**src/include/bldc_cfg.svh**
```systemverilog
`ifndef BLDC_CFG_SVH
`define BLDC_CFG_SVH

// ----------------------------------------------------------------------
// sine table and duty resolution
// ----------------------------------------------------------------------
`define BLDC_SINE_LEN_BITS  6   // 64 positions per electrical turn
`define BLDC_SINE_RES_BITS  8   // duty width
`define BLDC_VEL_RANGE_LOG2 8   // duty = product >> this

// ----------------------------------------------------------------------
// control and feedback
// ----------------------------------------------------------------------
`define BLDC_VEL_BITS       16  // velocity and offset
`define BLDC_FB_DIV_LOG2    4   // feedback / 16
`define BLDC_TOFF_V         20  // phase v offset
`define BLDC_TOFF_W         41  // phase w offset
`define BLDC_TMAX           15  // quarter turn minus one

`define BLDC_PWM_DIV        3   // tick every 4 clocks
`define BLDC_ADDR_BITS      2
`define BLDC_DATA_BITS      16  // host data and feedback
`define BLDC_MUL_BITS       16  // multiplier operand width

`endif
```
**src/bldc_bus_pkg.sv**
```systemverilog
`include "bldc_cfg.svh"

package bldc_bus_pkg;

    typedef enum logic [`BLDC_ADDR_BITS-1:0] {
        REG_CTRL   = 2'd0,  // bit 0 enable, bits 2:1 mode
        REG_VEL    = 2'd1,
        REG_OFFSET = 2'd2,
        REG_STATUS = 2'd3   // read only, feedback
    } reg_addr_e;

    typedef enum logic {
        BUS_IDLE = 1'b0,
        BUS_ACK  = 1'b1
    } bus_state_e;

endpackage

```
**src/bldc_pkg.sv**
```systemverilog
package bldc_pkg;

    // drive mode, ctrl register bits 2:1
    typedef enum logic [1:0] {
        MODE_RUN = 2'd0,  // feedback drives the rotor angle
        MODE_POS = 2'd1,  // open loop position
        MODE_CAL = 2'd2   // zero torque angle
    } mode_e;

    // duty sequencer, one pass per phase
    typedef enum logic [1:0] {
        SEQ_LOAD = 2'd0,
        SEQ_WAIT = 2'd1,
        SEQ_DROP = 2'd2
    } seq_state_e;

    typedef enum logic [1:0] {
        PH_U = 2'd0,
        PH_V = 2'd1,
        PH_W = 2'd2
    } phase_e;

endpackage

```
**src/bldc_top.sv**
```systemverilog
`timescale 1ns/1ps
`include "bldc_cfg.svh"

module bldc_top import bldc_pkg::*, bldc_bus_pkg::*; (
    input  logic                        clk,
    input  logic                        arst_n,
    input  logic                        req,
    input  logic                        we,
    input  reg_addr_e                   addr,
    input  logic [`BLDC_DATA_BITS-1:0]  wdata,
    output logic                        ack,
    output logic [`BLDC_DATA_BITS-1:0]  rdata,
    input  logic [`BLDC_DATA_BITS-1:0]  feedback,
    output logic                        u_p,
    output logic                        v_p,
    output logic                        w_p,
    output logic                        u_n,
    output logic                        v_n,
    output logic                        w_n
);

    logic                              enable;
    mode_e                             mode;
    logic signed [`BLDC_VEL_BITS-1:0]  velocity;
    logic signed [`BLDC_VEL_BITS-1:0]  offset;
    logic [`BLDC_SINE_LEN_BITS-1:0]    pos_u;
    logic [`BLDC_SINE_LEN_BITS-1:0]    pos_v;
    logic [`BLDC_SINE_LEN_BITS-1:0]    pos_w;
    logic [`BLDC_SINE_RES_BITS:0]      voltage;
    logic                              mul_req;
    logic                              mul_ack;
    logic [`BLDC_MUL_BITS-1:0]         mul_a;
    logic [`BLDC_MUL_BITS-1:0]         mul_b;
    logic [2*`BLDC_MUL_BITS-1:0]       mul_prod;
    logic [`BLDC_SINE_RES_BITS:0]      dty_u;
    logic [`BLDC_SINE_RES_BITS:0]      dty_v;
    logic [`BLDC_SINE_RES_BITS:0]      dty_w;

    bldc_regs u_regs (
        .clk, .arst_n, .req, .we, .addr, .wdata, .feedback,
        .ack, .rdata, .enable, .mode, .velocity, .offset
    );

    bldc_commutation u_comm (
        .clk, .arst_n, .mode, .velocity, .offset, .feedback,
        .pos_u, .pos_v, .pos_w, .voltage
    );

    // shared multiplier, one phase at a time
    bldc_duty_seq u_seq (
        .clk, .arst_n, .pos_u, .pos_v, .pos_w, .voltage, .mul_ack, .mul_prod,
        .mul_req, .mul_a, .mul_b, .dty_u, .dty_v, .dty_w
    );

    bldc_serial_mult u_mult (
        .clk, .arst_n, .req(mul_req), .a(mul_a), .b(mul_b),
        .ack(mul_ack), .prod(mul_prod)
    );

    bldc_pwm u_pwm (
        .clk, .arst_n, .enable, .dty_u, .dty_v, .dty_w,
        .u_p, .v_p, .w_p, .u_n, .v_n, .w_n
    );

endmodule

```
**src/bldc_pwm.sv**
```systemverilog
`timescale 1ns/1ps
`include "bldc_cfg.svh"

module bldc_pwm (
    input  logic                          clk,
    input  logic                          arst_n,
    input  logic                          enable,
    input  logic [`BLDC_SINE_RES_BITS:0]  dty_u,
    input  logic [`BLDC_SINE_RES_BITS:0]  dty_v,
    input  logic [`BLDC_SINE_RES_BITS:0]  dty_w,
    output logic                          u_p,
    output logic                          v_p,
    output logic                          w_p,
    output logic                          u_n,
    output logic                          v_n,
    output logic                          w_n
);

    localparam int CNT_BITS = `BLDC_SINE_RES_BITS - 1;  // 128 ticks per period
    localparam int DTY_BITS = `BLDC_SINE_RES_BITS + 1;
    localparam int PRE_BITS = $clog2(`BLDC_PWM_DIV + 1);

    logic [PRE_BITS-1:0] pre_cnt;
    logic                tick;
    logic [DTY_BITS-1:0] dty [3];
    logic [2:0]          pulse;

    assign dty[0] = dty_u;
    assign dty[1] = dty_v;
    assign dty[2] = dty_w;
    assign tick   = (pre_cnt == '0);

    always_ff @(posedge clk or negedge arst_n) begin
        if (!arst_n) pre_cnt <= '0;
        else if (tick) pre_cnt <= PRE_BITS'(`BLDC_PWM_DIV);
        else pre_cnt <= pre_cnt - 1'b1;
    end

    // ----------------------------------------------------------------------
    // per phase counter and pulse
    // ----------------------------------------------------------------------
    for (genvar ch = 0; ch < 3; ch++) begin : g_ch
        logic [CNT_BITS-1:0] cnt;
        logic                pulse_r;

        always_ff @(posedge clk or negedge arst_n) begin
            if (!arst_n) begin
                cnt     <= '0;
                pulse_r <= 1'b0;
            end else if (tick) begin
                if (dty[ch] == '0) begin
                    pulse_r <= 1'b0;  // counter holds
                end else if (cnt == '1) begin
                    cnt     <= '0;
                    pulse_r <= 1'b1;  // new period
                end else begin
                    cnt <= cnt + 1'b1;
                    if (DTY_BITS'(cnt) >= dty[ch]) pulse_r <= 1'b0;
                end
            end
        end

        assign pulse[ch] = pulse_r;
    end

    assign u_p = pulse[0] & enable;
    assign v_p = pulse[1] & enable;
    assign w_p = pulse[2] & enable;
    assign u_n = ~pulse[0] & enable;
    assign v_n = ~pulse[1] & enable;
    assign w_n = ~pulse[2] & enable;

endmodule

```
**src/bldc_duty_seq.sv**
```systemverilog
`timescale 1ns/1ps
`include "bldc_cfg.svh"

module bldc_duty_seq import bldc_pkg::*; (
    input  logic                             clk,
    input  logic                             arst_n,
    input  logic [`BLDC_SINE_LEN_BITS-1:0]   pos_u,
    input  logic [`BLDC_SINE_LEN_BITS-1:0]   pos_v,
    input  logic [`BLDC_SINE_LEN_BITS-1:0]   pos_w,
    input  logic [`BLDC_SINE_RES_BITS:0]     voltage,
    input  logic                             mul_ack,
    input  logic [2*`BLDC_MUL_BITS-1:0]      mul_prod,
    output logic                             mul_req,
    output logic [`BLDC_MUL_BITS-1:0]        mul_a,
    output logic [`BLDC_MUL_BITS-1:0]        mul_b,
    output logic [`BLDC_SINE_RES_BITS:0]     dty_u,
    output logic [`BLDC_SINE_RES_BITS:0]     dty_v,
    output logic [`BLDC_SINE_RES_BITS:0]     dty_w
);

    localparam int TBL_LEN = 1 << (`BLDC_SINE_LEN_BITS - 1);  // half wave
    localparam int CENTER  = (1 << `BLDC_SINE_RES_BITS) / 2 - 1;
    localparam int HALF    = `BLDC_SINE_LEN_BITS - 1;

    typedef logic [`BLDC_SINE_RES_BITS-1:0] sine_t;
    typedef sine_t sine_tbl_t [TBL_LEN];

    // round(127 * sin(pi * i / 32)), evaluated at elaboration
    function automatic sine_tbl_t build_sine_tbl();
        sine_tbl_t tbl;
        real       ang;
        for (int i = 0; i < TBL_LEN; i++) begin
            ang    = 3.14159265358979 * i / TBL_LEN;
            tbl[i] = sine_t'($rtoi(CENTER * $sin(ang) + 0.5));
        end
        return tbl;
    endfunction

    localparam sine_tbl_t SINE_TBL = build_sine_tbl();

    seq_state_e                      state;
    phase_e                          phase;
    logic [`BLDC_SINE_LEN_BITS-1:0]  cur_pos;
    sine_t                           sample;
    logic [`BLDC_SINE_RES_BITS:0]    duty;
    logic                            load;

    always_comb begin
        case (phase)
            PH_V:    cur_pos = pos_v;
            PH_W:    cur_pos = pos_w;
            default: cur_pos = pos_u;
        endcase
        if (cur_pos[HALF]) sample = sine_t'(CENTER) - SINE_TBL[cur_pos[HALF-1:0]];
        else               sample = sine_t'(CENTER) + SINE_TBL[cur_pos[HALF-1:0]];
    end

    assign duty = mul_prod[`BLDC_VEL_RANGE_LOG2 +: `BLDC_SINE_RES_BITS+1];
    assign load = (state == SEQ_LOAD) && !mul_ack;  // previous ack has fallen

    // ----------------------------------------------------------------------
    // round robin over u, v, w, four cycles per phase
    // ----------------------------------------------------------------------
    always_ff @(posedge clk or negedge arst_n) begin
        if (!arst_n) begin
            state   <= SEQ_LOAD;
            phase   <= PH_U;
            mul_req <= 1'b0;
            dty_u   <= '0;
            dty_v   <= '0;
            dty_w   <= '0;
        end else begin
            case (state)
                SEQ_LOAD: begin
                    if (load) begin
                        mul_req <= 1'b1;
                        state   <= SEQ_WAIT;
                    end
                end
                SEQ_WAIT: begin
                    if (mul_ack) begin
                        mul_req <= 1'b0;
                        state   <= SEQ_DROP;
                        case (phase)
                            PH_V:    dty_v <= duty;
                            PH_W:    dty_w <= duty;
                            default: dty_u <= duty;
                        endcase
                    end
                end
                default: begin
                    state <= SEQ_LOAD;
                    phase <= (phase == PH_W) ? PH_U : phase_e'(phase + 2'd1);
                end
            endcase
        end
    end

    always_ff @(posedge clk) begin
        if (load) begin  // operands stay put while req is high
            mul_a <= `BLDC_MUL_BITS'(sample);
            mul_b <= `BLDC_MUL_BITS'(voltage);
        end
    end

    // multiplier only acks a pending request
    a_ack_needs_req: assert property (
        @(posedge clk) disable iff (!arst_n) !mul_req && !mul_ack |=> !mul_ack);

endmodule

```
**src/bldc_serial_mult.sv**
```systemverilog
`timescale 1ns/1ps
`include "bldc_cfg.svh"

module bldc_serial_mult (
    input  logic                          clk,
    input  logic                          arst_n,
    input  logic                          req,
    input  logic [`BLDC_MUL_BITS-1:0]     a,
    input  logic [`BLDC_MUL_BITS-1:0]     b,
    output logic                          ack,
    output logic [2*`BLDC_MUL_BITS-1:0]   prod
);

    // ack follows req by one clock in both directions
    always_ff @(posedge clk or negedge arst_n) begin
        if (!arst_n) begin
            ack <= 1'b0;
        end else begin
            ack <= req;
        end
    end

    always_ff @(posedge clk) begin
        if (req && !ack) begin
            prod <= a * b;  // stable until the next request
        end
    end

endmodule

```
**src/bldc_commutation.sv**
```systemverilog
`timescale 1ns/1ps
`include "bldc_cfg.svh"

module bldc_commutation import bldc_pkg::*; (
    input  logic                              clk,
    input  logic                              arst_n,
    input  mode_e                             mode,
    input  logic signed [`BLDC_VEL_BITS-1:0]  velocity,
    input  logic signed [`BLDC_VEL_BITS-1:0]  offset,
    input  logic [`BLDC_DATA_BITS-1:0]        feedback,
    output logic [`BLDC_SINE_LEN_BITS-1:0]    pos_u,
    output logic [`BLDC_SINE_LEN_BITS-1:0]    pos_v,
    output logic [`BLDC_SINE_LEN_BITS-1:0]    pos_w,
    output logic [`BLDC_SINE_RES_BITS:0]      voltage
);

    localparam int VB = `BLDC_SINE_RES_BITS + 1;

    typedef logic [`BLDC_SINE_LEN_BITS-1:0] pos_t;

    localparam pos_t TOFF_V = pos_t'(`BLDC_TOFF_V);
    localparam pos_t TOFF_W = pos_t'(`BLDC_TOFF_W);
    localparam pos_t TMAX_P = pos_t'(`BLDC_TMAX);
    localparam pos_t TMAX_N = pos_t'(-`BLDC_TMAX);  // wraps modulo 64
    localparam logic [`BLDC_VEL_BITS:0] VMAX = (1 << VB) - 1;

    pos_t                             tangle;
    pos_t                             fb_pos;
    pos_t                             off_pos;
    pos_t                             rotor;
    logic signed [`BLDC_VEL_BITS:0]   vel_ext;
    logic [`BLDC_VEL_BITS:0]          vel_abs;

    assign fb_pos  = feedback[`BLDC_FB_DIV_LOG2 +: `BLDC_SINE_LEN_BITS];
    assign off_pos = offset[`BLDC_SINE_LEN_BITS-1:0];
    assign rotor   = fb_pos + off_pos + tangle;
    assign vel_ext = velocity;  // one extra bit so -32768 has a magnitude
    assign vel_abs = vel_ext[`BLDC_VEL_BITS] ? -vel_ext : vel_ext;

    always_ff @(posedge clk or negedge arst_n) begin
        if (!arst_n) begin
            tangle  <= '0;
            pos_u   <= '0;
            pos_v   <= '0;
            pos_w   <= '0;
            voltage <= '0;
        end else begin
            if (mode == MODE_CAL || velocity == 0) tangle <= '0;
            else if (velocity > 0)                 tangle <= TMAX_P;
            else                                   tangle <= TMAX_N;

            if (mode == MODE_POS) begin  // no feedback
                pos_u <= off_pos;
                pos_v <= off_pos + TOFF_V;
                pos_w <= off_pos + TOFF_W;
            end else begin
                pos_u <= rotor;
                pos_v <= rotor + TOFF_V;
                pos_w <= rotor + TOFF_W;
            end

            voltage <= (vel_abs > VMAX) ? '1 : vel_abs[VB-1:0];  // saturate
        end
    end

endmodule

```
**src/bldc_regs.sv**
```systemverilog
`timescale 1ns/1ps
`include "bldc_cfg.svh"

module bldc_regs import bldc_pkg::*, bldc_bus_pkg::*; (
    input  logic                             clk,
    input  logic                             arst_n,
    input  logic                             req,
    input  logic                             we,
    input  reg_addr_e                        addr,
    input  logic [`BLDC_DATA_BITS-1:0]       wdata,
    input  logic [`BLDC_DATA_BITS-1:0]       feedback,
    output logic                             ack,
    output logic [`BLDC_DATA_BITS-1:0]       rdata,
    output logic                             enable,
    output mode_e                            mode,
    output logic signed [`BLDC_VEL_BITS-1:0] velocity,
    output logic signed [`BLDC_VEL_BITS-1:0] offset
);

    bus_state_e                 state;
    logic [`BLDC_DATA_BITS-1:0] rd_mux;
    logic                       req_new;

    assign ack     = (state == BUS_ACK);  // registered through the state
    assign req_new = (state == BUS_IDLE) && req;

    always_comb begin
        rd_mux = '0;
        case (addr)
            REG_CTRL:   rd_mux[2:0] = {mode, enable};
            REG_VEL:    rd_mux = velocity;
            REG_OFFSET: rd_mux = offset;
            default:    rd_mux = feedback;
        endcase
    end

    // ----------------------------------------------------------------------
    // four-phase handshake and control registers
    // ----------------------------------------------------------------------
    always_ff @(posedge clk or negedge arst_n) begin
        if (!arst_n) begin
            state    <= BUS_IDLE;
            enable   <= 1'b0;
            mode     <= MODE_RUN;
            velocity <= '0;
            offset   <= '0;
        end else begin
            case (state)
                BUS_IDLE: if (req) state <= BUS_ACK;
                default:  if (!req) state <= BUS_IDLE;  // ack falls next edge
            endcase
            if (req_new && we) begin
                case (addr)
                    REG_CTRL: begin
                        enable <= wdata[0];
                        mode   <= mode_e'(wdata[2:1]);
                    end
                    REG_VEL:    velocity <= wdata;
                    REG_OFFSET: offset   <= wdata;
                    default:    ;  // status is read only
                endcase
            end
        end
    end

    always_ff @(posedge clk) begin
        if (req_new) rdata <= rd_mux;  // held while ack is high
    end

    // host keeps req and its fields steady until ack
    a_req_held: assert property (
        @(posedge clk) disable iff (!arst_n)
        req && !ack |=> req && $stable({we, addr, wdata}));

endmodule

```
**config.mk**
```make
export PLATFORM = sky130hd
export DESIGN_NAME = bldc_top
export DESIGN_NICKNAME = d
export VERILOG_FILES = /design/src/bldc_bus_pkg.sv /design/src/bldc_pkg.sv /design/src/bldc_top.sv /design/src/bldc_pwm.sv /design/src/bldc_duty_seq.sv /design/src/bldc_serial_mult.sv /design/src/bldc_commutation.sv /design/src/bldc_regs.sv
export VERILOG_INCLUDE_DIRS = /design/src /design/src/include
export SDC_FILE = /design/constraint.sdc
export NUM_CORES = 1
export LEC_CHECK = 0
export ABC_AREA = 0
export BUFFER_PORTS_ARGS = -buffer_cell sky130_fd_sc_hd__buf_2
export CELL_PAD_IN_SITES_DETAIL_PLACEMENT = 0
export CELL_PAD_IN_SITES_GLOBAL_PLACEMENT = 1
export CORE_MARGIN = 10
export CORE_UTILIZATION = 30
export CTS_BUF_LIST = sky130_fd_sc_hd__clkbuf_4
export CTS_CLUSTER_DIAMETER = 120
export DETAILED_ROUTE_END_ITERATION = 16
export GPL_TIMING_DRIVEN = 0
export PLACE_DENSITY_LB_ADDON = 0.1
export SETUP_SLACK_MARGIN = 0.4
export SLEW_MARGIN = 20
export SYNTH_ARGS = -nofsm -noshare
export SYNTH_HDL_FRONTEND = slang
export SYNTH_SLANG_ARGS = --single-unit
export TNS_END_PERCENT = 30
```
**constraint.sdc**
```tcl
create_clock -name clk -period 9.65 [get_ports clk]
set_input_delay 1.93 -clock clk [delete_from_list [all_inputs] [get_ports clk]]
set_output_delay 1.93 -clock clk [all_outputs]
set_load 0.02 [all_outputs]
```
Word-level counts from Yosys, hierarchy flattened
Memories as Yosys holds them, arrays and structs flattened.
Index checks and enable logic that the tools add are counted.
Operators by class
  shift-type cells: 0
  reductions and logical operators: 33
  $lt $le $gt $ge: 6
  div/mod/pow operators: 0
  $mul: 1
  mux-type cells: 34
  equal/unequal tests: 12
  $add $sub $neg: 14
  bitwise operators: 15
Operator list (count)
  $pmux 13 s3: 1
  $logic_not 32->1: 1
  $mux 6: 5
  $ge 7x9->1: 3
  $logic_not 9->1: 3
  $mux 8: 3
  $add 7x1->7 const B: 3
  $eq 7x7->1 const B: 3
  $mux 7: 3
  $reduce_and 2->1: 10
  $gt 17x9->1 const B: 1
  $mul 8x9->17: 1
  $mux 17: 1
  $neg 16->17: 1
  $gt 16x1->1 const B: 1
  $add 6x5->6 const B: 2
  $add 6x6->6: 2
  $add 6x6->6 const B: 2
  $mux 1: 12
  $pmux 6 s2: 1
  $reduce_and 3->1: 4
  $mux 9: 1
  $pmux 3 s3: 1
  $reduce_bool 3->1: 3
  20 further kinds: 47
Word-level totals
  memories: 1
  RAM bits: 0
  output and inout port bits: 23
  memory bits (read-only): 256
  bits in registers: 178
  bits in latches: 0
  logic and storage cells: 144
  input port bits: 38
Memories
  (no name shown): words 32, width 8, rd ports 1, clocked after memory_dff 0, write ports 0, RTL line bldc_duty_seq.sv:54  | if (cur_pos[HALF]) sample = sine_t'(CENTER) - SINE_TBL[cur_pos[HALF-1:0]];

Logic depth before layout (Yosys ltp)
Gate-level depths: netlist of run 1.
  depth after elaboration: 8
  mapped depth: 18
  depth with buffers taken out: 18

Hierarchy
From an unflattened synthesis of run 1, not the netlist that was laid out.
Second synthesis, totals
  cell total of the unflattened synthesis: 1761
  area total of the unflattened synthesis: 18137.4 um^2
Modules (own cells, without submodules)
  bldc_serial_mult: instances 1, area each 9442.8 um^2, cells an instance 1014, seq. area each 985.9 um^2
  bldc_duty_seq: instances 1, area each 2886.5 um^2, cells an instance 250, seq. area each 1311.3 um^2
  bldc_regs: instances 1, area each 2260.9 um^2, cells an instance 130, seq. area each 1381.3 um^2
  bldc_pwm: instances 1, area each 1933.1 um^2, cells an instance 213, seq. area each 650.6 um^2
  bldc_commutation: instances 1, area each 1614.0 um^2, cells an instance 154, seq. area each 700.7 um^2

Worst setup path before layout of run 1
OpenSTA, ideal clock, no wires.
  kind: register to register
  start: register u_seq.mul_b[5]
  end: register u_mult.prod[16], data pin
  arrival: 4.163 ns
  stages on the path, launching flop included: 16
  path buffers: 0
  period minus slack after synthesis: 4.423 ns
  required time: 9.390 ns
  slack: 5.227 ns
  cells stage by stage: edfxtp_1 and2_1 fa_1 inv_1 fa_1 fa_1 fa_1 inv_1 ha_1 a21o_1 a21o_1 o31ai_1 o21ai_0 nor4_1 nor3_1 xnor2_1
On the way
  word-level cells in the longest chain between the ends: 1
Ends and longest elaborated chain
  start: declaration: RTL line bldc_duty_seq.sv:15  | output logic [`BLDC_MUL_BITS-1:0] mul_b,
  start signal: assignment: RTL line bldc_duty_seq.sv:102  | mul_b <= `BLDC_MUL_BITS'(voltage);
  $mul 8x9->17: RTL line bldc_serial_mult.sv:25  | prod <= a * b;
  end signal: assignment: RTL line bldc_serial_mult.sv:25
  end: declaration: RTL line bldc_serial_mult.sv:11  | output logic [2*`BLDC_MUL_BITS-1:0] prod
Every way passes these cells.
A chain may end at the register's enable or synchronous reset.

Final worst setup path of run 1
Ends and elaborated chain as after synthesis.

==> results of run 1 <==
worst max-delay path, stage by stage (launching register included):
cell	delay (ns)
edfxtp_1	0.56
and2_1	0.24
fa_1	0.54
inv_1	0.05
fa_1	0.47
fa_1	0.52
fa_1	0.54
inv_1	0.04
ha_1	0.33
a21o_1	0.19
a21o_1	0.21
o31ai_1	0.20
o21ai_0	0.23
nor4_1	0.24
nor3_1	0.12
xnor2_1	0.13
layout make-up:
cell class	instances	area, um2	share of cell area [%]
inverters	92	345	3.03
flip-flops and latches	165	4340	38.1
multi-input cells	633	5460	47.8
repair buffers	61	347	3.04
diodes	1	2.50	0.0219
well taps	448	561	4.92
clock buffers	17	128	1.12
plain buffers	20	85.1	0.746
clock inverters	15	140	1.23
routing by layer:
metal | wire [um] | share of wire, % | track usage [%] | up-vias
met5 | 0 | 0 | 0 | -
met2 | 11500 | 48 | 19.4 | 56
met1 | 11500 | 49 | 15.7 | 3266
li1 | - | - | - | 3305
met4 | 125 | 0.53 | 2.70 | 0
met3 | 580 | 2.4 | 2.37 | 6
placed cells by master, fill, tap and decap left out, drive strengths merged, types with 6 or more instances in the layout:
| cell | instances |
|---|---|
| nor2b | 13 |
| clkbuf | 31 |
| fa | 47 |
| buf | 67 |
| nor4 | 6 |
| a21o | 21 |
| nand2 | 69 |
| xnor2 | 28 |
| a22o | 13 |
| dfrtp | 123 |
| ha | 76 |
| nand2b | 8 |
| inv | 100 |
| mux2i | 7 |
| and2 | 64 |
| o31ai | 6 |
| nor2 | 37 |
| nor3 | 16 |
| mux2 | 70 |
| a21oi | 27 |
| o21ai | 32 |
| nand3 | 13 |
| xor2 | 14 |
| edfxtp | 42 |
| nand4 | 7 |
synth_stat cells (3+ instances only):
cell / instances / area share [%]
a211oi_1: 5 / 0.37
a21o_1: 21 / 1.5
a21oi_1: 26 / 1.3
a221o_1: 3 / 0.29
a22o_1: 13 / 1.1
a22oi_1: 4 / 0.29
and2_1: 64 / 3.9
and3_1: 4 / 0.24
and4_1: 3 / 0.26
buf_2: 5 / 0.24
clkbuf_1: 14 / 0.51
dfrtp_1: 123 / 30
edfxtp_1: 42 / 12
fa_1: 47 / 9.2
ha_1: 76 / 9.3
inv_1: 92 / 3.4
mux2_2: 70 / 7.7
mux2i_1: 7 / 0.69
mux4_2: 3 / 0.66
nand2_1: 69 / 2.5
nand2b_1: 8 / 0.49
nand3_1: 13 / 0.64
nand4_1: 7 / 0.43
nor2_1: 37 / 1.4
nor2b_1: 13 / 0.80
nor3_1: 15 / 0.73
nor4_1: 5 / 0.31
o211ai_1: 4 / 0.29
o21a_1: 3 / 0.22
o21ai_0: 31 / 1.5
o221ai_1: 4 / 0.34
o31ai_1: 6 / 0.44
xnor2_1: 28 / 2.4
xor2_1: 14 / 1.2
how the worst max path moves through the flow:
stage,from,end,slack [ns],cells past startpoint
6_report,u_seq.mul_b[5],u_mult.prod[16],4.76,15
3_3_place_gp,req,u_regs.offset[5],4.39,6
3_5_place_dp,u_seq.mul_b[5],u_mult.prod[16],4.75,15
5_1_grt,u_seq.mul_a[4],u_mult.prod[16],4.44,16
4_1_cts,u_seq.mul_b[5],u_mult.prod[16],4.70,15
2_1_floorplan,u_seq.mul_b[5],u_mult.prod[16],5.23,15
metrics by stage:
stage | utilization (%) | hold WS, ns
finish | 34.0 | 0.413
CTS | 34.0 | 0.419
global placement | 33.0 | 0.375
floorplan | - | 0.367
detailed placement | 33.2 | 0.385
global route | 34.0 | 0.442
kinds of logic after synthesis:
family          count (synthesis)  synth area share (%)
mux                            80                  9.06
compound gates                140                  9.38
fa+ha+maj                     123                  18.5
flops                         165                  42.5
simple gates                  248                  12.8
buf+inv                       112                  4.21
xor+xnor                       42                  3.60
flip-flops by register name, summed over array words and instances, names as in the netlist, 3 cells and up:
signal	flops
u_pwm.g_ch.cnt	21
u_regs.offset	16
u_regs.rdata	16
u_regs.velocity	16
u_comm.voltage	9
u_mult.prod	9
u_seq.dty_u	9
u_seq.dty_v	9
u_seq.dty_w	9
u_seq.mul_b	9
u_seq.mul_a	8
u_comm.pos_u	6
u_comm.pos_w	6
u_comm.pos_v	4
u_comm.tangle	3
u_pwm.g_ch.pulse_r	3
==> results.py, run 1 <==
metrics = {
    "sta": {
        "period_minus_slack_ns": 4.89,
        "slew_viol_final": 0,
        "hold_viol_final": 0,
        "final.setup.tns_ns": 0,
        "setup_slack_ns": 4.76,
        "max_freq_mhz": 205,
        "finalCritPeriodShare_pct": 50.7,
        "setup_viol": 0,
        "clock_skew_ns": 0.0280,
        "rsz0062_at_grt": "no",
        "worst_pin_slew_ns": 0.991,
        "slew_headroom_pct": 33.8,
    },
    "floorplan": {
        "die_w_um": 205,
        "start_util_pct": 30.5,
        "rows": 67,
        "die-height_um": 205,
        "dieArea_mm2": 0.0418,
        "ios": 61,
        "core_area_mm2": 0.0335,
    },
    "placement": {
        "post_dp_cell_area_mm2": 0.0111,
        "dp_slack_ns": 4.75,
        "dp_cells": 1419,
        "io_buffers": 58,
        "globalplace.congestion": 0.763,
        "dpl.hpwl_um": 18200,
    },
    "global_route": {
        "grt_usage_pct": 11.8,
        "antenna_found_initial": 1,
        "grt_pass1_vias": 7079,
        "grt_max_degree": 79,
        "grt_pass1_wl_um": 39500,
        "grt-ovfl-total": 0,
    },
    "critical_path": {
        "reg2reg_depth": 15,
        "crit_type": "flop to flop",
        "crit_path_end_kind": "flop",
        "crit_fanout": 8,
        "crit_path_start_kind": "flop",
        "arrival_ns": 5.20,
        "r2r-start": "u_seq.mul_b[5]",
        "critPathRequiredTime_ns": 9.96,
        "r2r_end": "u_mult.prod[16]",
        "ff2ff_setup_slack_ns": 4.76,
    },
    "hold_path": {
        "worstHoldPathType": "flop to flop",
        "hp-start": "u_seq.mul_req",
        "hold_depth": 0,
        "holdPathEnd": "u_mult.ack",
    },
    "clock_tree": {
        "cts_tree": "yes",
        "cts_resized": 0,
        "htreeDepth": 4,
        "cts_setup_buffers": 0,
        "clockBufferDepth": 2,
        "clock_latency_ns": 0.57,
        "numCtsBuffers": 17,
        "cts_root_buffer": "clkbuf_4",
        "hold_buffers": 0,
        "clkSinkCount": 165,
        "cts.reportedPaths.clkPinSlew_ns": 0.15,
    },
    "synth": {
        "synth_warnings": 0,
        "synth_ff_type": "dfrtp_1",
        "synth_cell_types": 62,
        "ys_ff_latch": 165,
        "syn_nets": 1071,
        "syn-cell-area_mm2": 0.0102,
        "ys_seq_area_share_pct": 42.5,
        "synth_edf_count": 42,
        "syn_avg_cell_area_um2": 11.2,
        "syn_inst": 910,
        "async_flop_share_pct": 74.5,
    },
    "layout": {
        "fin_area_mm2": 0.0114,
        "final_nets": 1151,
        "area_delta_synth_final_pct": 11.6,
        "fillers": 3474,
        "drive_gt1_share_pct": 18.4,
        "final_cell_count_no_fill": 1452,
    },
    "routing": {
        "wirelength_um": 23700,
        "vias": 6633,
        "viasPerCell": 4.57,
        "dr.pass1.iters": 5,
        "first_iter_violations": 248,
        "wl_per_cell_um": 16.3,
        "antenna_left": 0,
        "drc": 0,
    },
    "outcome": {
        "status": "finished, final reports clean",
    },
    "run": {
        "maxCapViolations": 0,
    },
}
Power of run 1 is not shown: default switching activity piles up to over one toggle a cycle in this logic, so the estimate is an artifact.
==> run 2: changes to the inputs <==
ABC_AREA = 1   (was 0)
clock period = 3.9 ns   (was 9.65 ns; I/O delays follow)
==> results.py, run 2 <==
metrics = {
    "synth": {
        "ys_seq_area_share_pct": 40.7,
        "yosys.area.top_type_share_pct": 28.9,
        "async_flop_share_pct": 74.5,
        "ys_ff_latch": 165,
        "synthTopCellsByArea": "dfrtp_1 (29%), edfxtp_1 (12%), nand2_1 (10%)",
        "synth.most_common_cell": "nand2_1",
        "synth_top_cell_by_area": "dfrtp_1",
        "syn_avg_cell_area_um2": 8.57,
        "syn_nets": 1405,
        "netlist_top_cells_count": "nand2_1 (288), inv_1 (248), dfrtp_1 (123)",
        "synth_edf_count": 42,
        "synth_ff_type": "dfrtp_1",
        "synth_cell_types": 43,
        "synth_warnings": 0,
        "syn-cell-area_mm2": 0.0107,
        "syn_inst": 1244,
    },
    "layout": {
        "top_register": "u_pwm.g_ch.cnt",
        "final_cell_count_no_fill": 1806,
        "area_delta_synth_final_pct": 14.1,
        "final_common_cell": "nand2_1",
        "drive_gt1_share_pct": 13.6,
        "largest_reg_flops": 21,
        "mostFrequentLayoutCells": "nand2_1 (281), inv_1 (241), dfrtp_1 (123)",
        "final_nets": 1498,
    },
    "clock_tree": {
        "hold_buffers": 0,
        "clkSinkCount": 165,
        "clockBufferDepth": 2,
        "cts.reportedPaths.clkPinSlew_ns": 0.19,
        "htreeDepth": 4,
        "cts_tree": "yes",
        "cts_root_buffer": "clkbuf_4",
        "clock_latency_ns": 0.60,
        "numCtsBuffers": 17,
    },
    "sta": {
        "hold_viol_final": 0,
        "clock_skew_ns": 0.0448,
        "worst_pin_slew_ns": 0.826,
        "finalCritPeriodShare_pct": 106,
        "setup_slack_ns": -0.233,
        "slew_viol_final": 0,
        "setup_viol": 7,
        "slew_headroom_pct": 44.3,
        "rsz0062_at_grt": "yes",
        "holdWs_ns": 0.0818,
        "period_minus_slack_ns": 4.13,
        "max_freq_mhz": 242,
    },
    "placement": {
        "dp_cells": 1761,
        "dpl.hpwl_um": 20600,
        "globalplace.congestion": 0.774,
        "dp_slack_ns": -0.461,
        "io_buffers": 60,
    },
    "global_route": {
        "antenna_found_initial": 2,
        "grt_max_degree": 77,
        "grt_pass1_wl_um": 43800,
        "grt-ovfl-total": 0,
        "grt_usage_pct": 12.3,
        "grt_pass1_vias": 8217,
    },
    "routing": {
        "antenna_left": 0,
        "drc": 0,
        "vias": 7963,
        "viasPerCell": 4.41,
        "wl_per_cell_um": 14.5,
        "dr.pass1.iters": 5,
        "wirelength_um": 26100,
        "first_iter_violations": 425,
    },
    "outcome": {
        "violations": "setup timing",
        "status": "finished, violations left",
    },
    "floorplan": {
        "die-height_um": 209,
        "rows": 68,
        "dieArea_mm2": 0.0435,
        "die_w_um": 209,
        "start_util_pct": 30.6,
        "ios": 61,
        "core_area_mm2": 0.0348,
    },
    "critical_path": {
        "arrival_ns": 4.49,
        "crit_type": "flop to flop",
        "crit_fanout": 6,
        "crit_path_start_kind": "flop",
        "critPathRequiredTime_ns": 4.26,
        "crit_path_end_kind": "flop",
    },
    "hold_path": {
        "worstHoldPathType": "input pin to async pin",
    },
    "run": {
        "maxCapViolations": 0,
    },
}
-- run 2: cell count changes in the layout (fill, tap and decap cells not counted), sizes merged, moves of 19 or more --
cell,change
nand2,+231
and2,-64
o21ai,+64
buf,+19
mux2,-69
nand3,+54
nor2,+28
inv,+158
-- run 2: worst max-delay path, stage by stage, from the launching register on --
cell	delay [ns]
edfxtp_1	0.45
buf_8	0.16
nand2_1	0.07
inv_2	0.04
fa_1	0.53
inv_1	0.05
fa_1	0.49
inv_2	0.04
fa_1	0.49
fa_1	0.45
ha_4	0.30
a21oi_1	0.06
o211ai_1	0.36
nand2_1	0.12
nand2_2	0.12
nand2_2	0.06
nand4_1	0.07
nand2_1	0.05
-- run 2: path summary, 6_finish.rpt --
| path | slack, ns | endpoint | depth (start not counted) | startpoint |
|---|---|---|---|---|
| min | 0.08 | u_seq.dty_w[1] | 1 | arst_n |
| max | -0.23 | u_mult.prod[15] | 17 | u_seq.mul_b[3] |
| min reg2reg | 0.38 | u_mult.ack | 0 | u_seq.mul_req |
| max in group asynchronous | 3.06 | u_comm.pos_u[4] | 2 | arst_n |
| min in group clk | 0.32 | u_regs.ack | 1 | req |
| max reg2reg | -0.23 | u_mult.prod[15] | 17 | u_seq.mul_b[3] |
-- run 2: repair_timing --
item	CTS	global route
pin swaps	11	6
buffers inserted	9	3
endpoints found under the setup margin	9	9
gates resized for setup	22	12
-- run 2: cells by family (layout without fill, tap and decap cells) --
family / after synthesis / in the layout / synth area share (%)
compound gates: 165 / 165 / 8.81
buf+inv: 287 / 393 / 10.6
simple gates: 460 / 460 / 18.5
fa+ha+maj: 123 / 123 / 17.7
other cells: 0 / 1 / 0
flops: 165 / 165 / 40.7
mux: 1 / 1 / 0.106
xor+xnor: 43 / 43 / 3.53
-- run 2: through the flow --
step | setup TNS [ns] | utilization (%) | instance area, um2
final | -1.30 | 35.0 | 12200
after global routing | -2.95 | 35.0 | 12200
after CTS | -1.28 | 34.8 | 12100
after detailed placement | -2.81 | 33.6 | 11700
after global placement | -2.82 | 33.4 | 11600
after floorplan | -0.00391 | - | 10800
-- run 2: final cells by class --
cell class / count / area, um2
Clock inverter: 15 / 175
Fill cell: 3741 / 22600
Clock buffer: 17 / 128
Multi-Input combinational cell: 792 / 5290
Timing Repair Buffer: 74 / 443
Tap cell: 455 / 569
Inverter: 251 / 942
Antenna cell: 1 / 2.50
Sequential cell: 165 / 4340
Buffer: 36 / 277
-- run 2: metal layers --
metal	GRT usage, %	part of all wire (%)	up-vias
met3	2.65	3.3	11
li1	-	-	4102
met1	16.6	49	3758
met2	19.8	47	92
met4	2.64	0.71	0
met5	0	0	-
Power of run 2 is left out for the same reason.
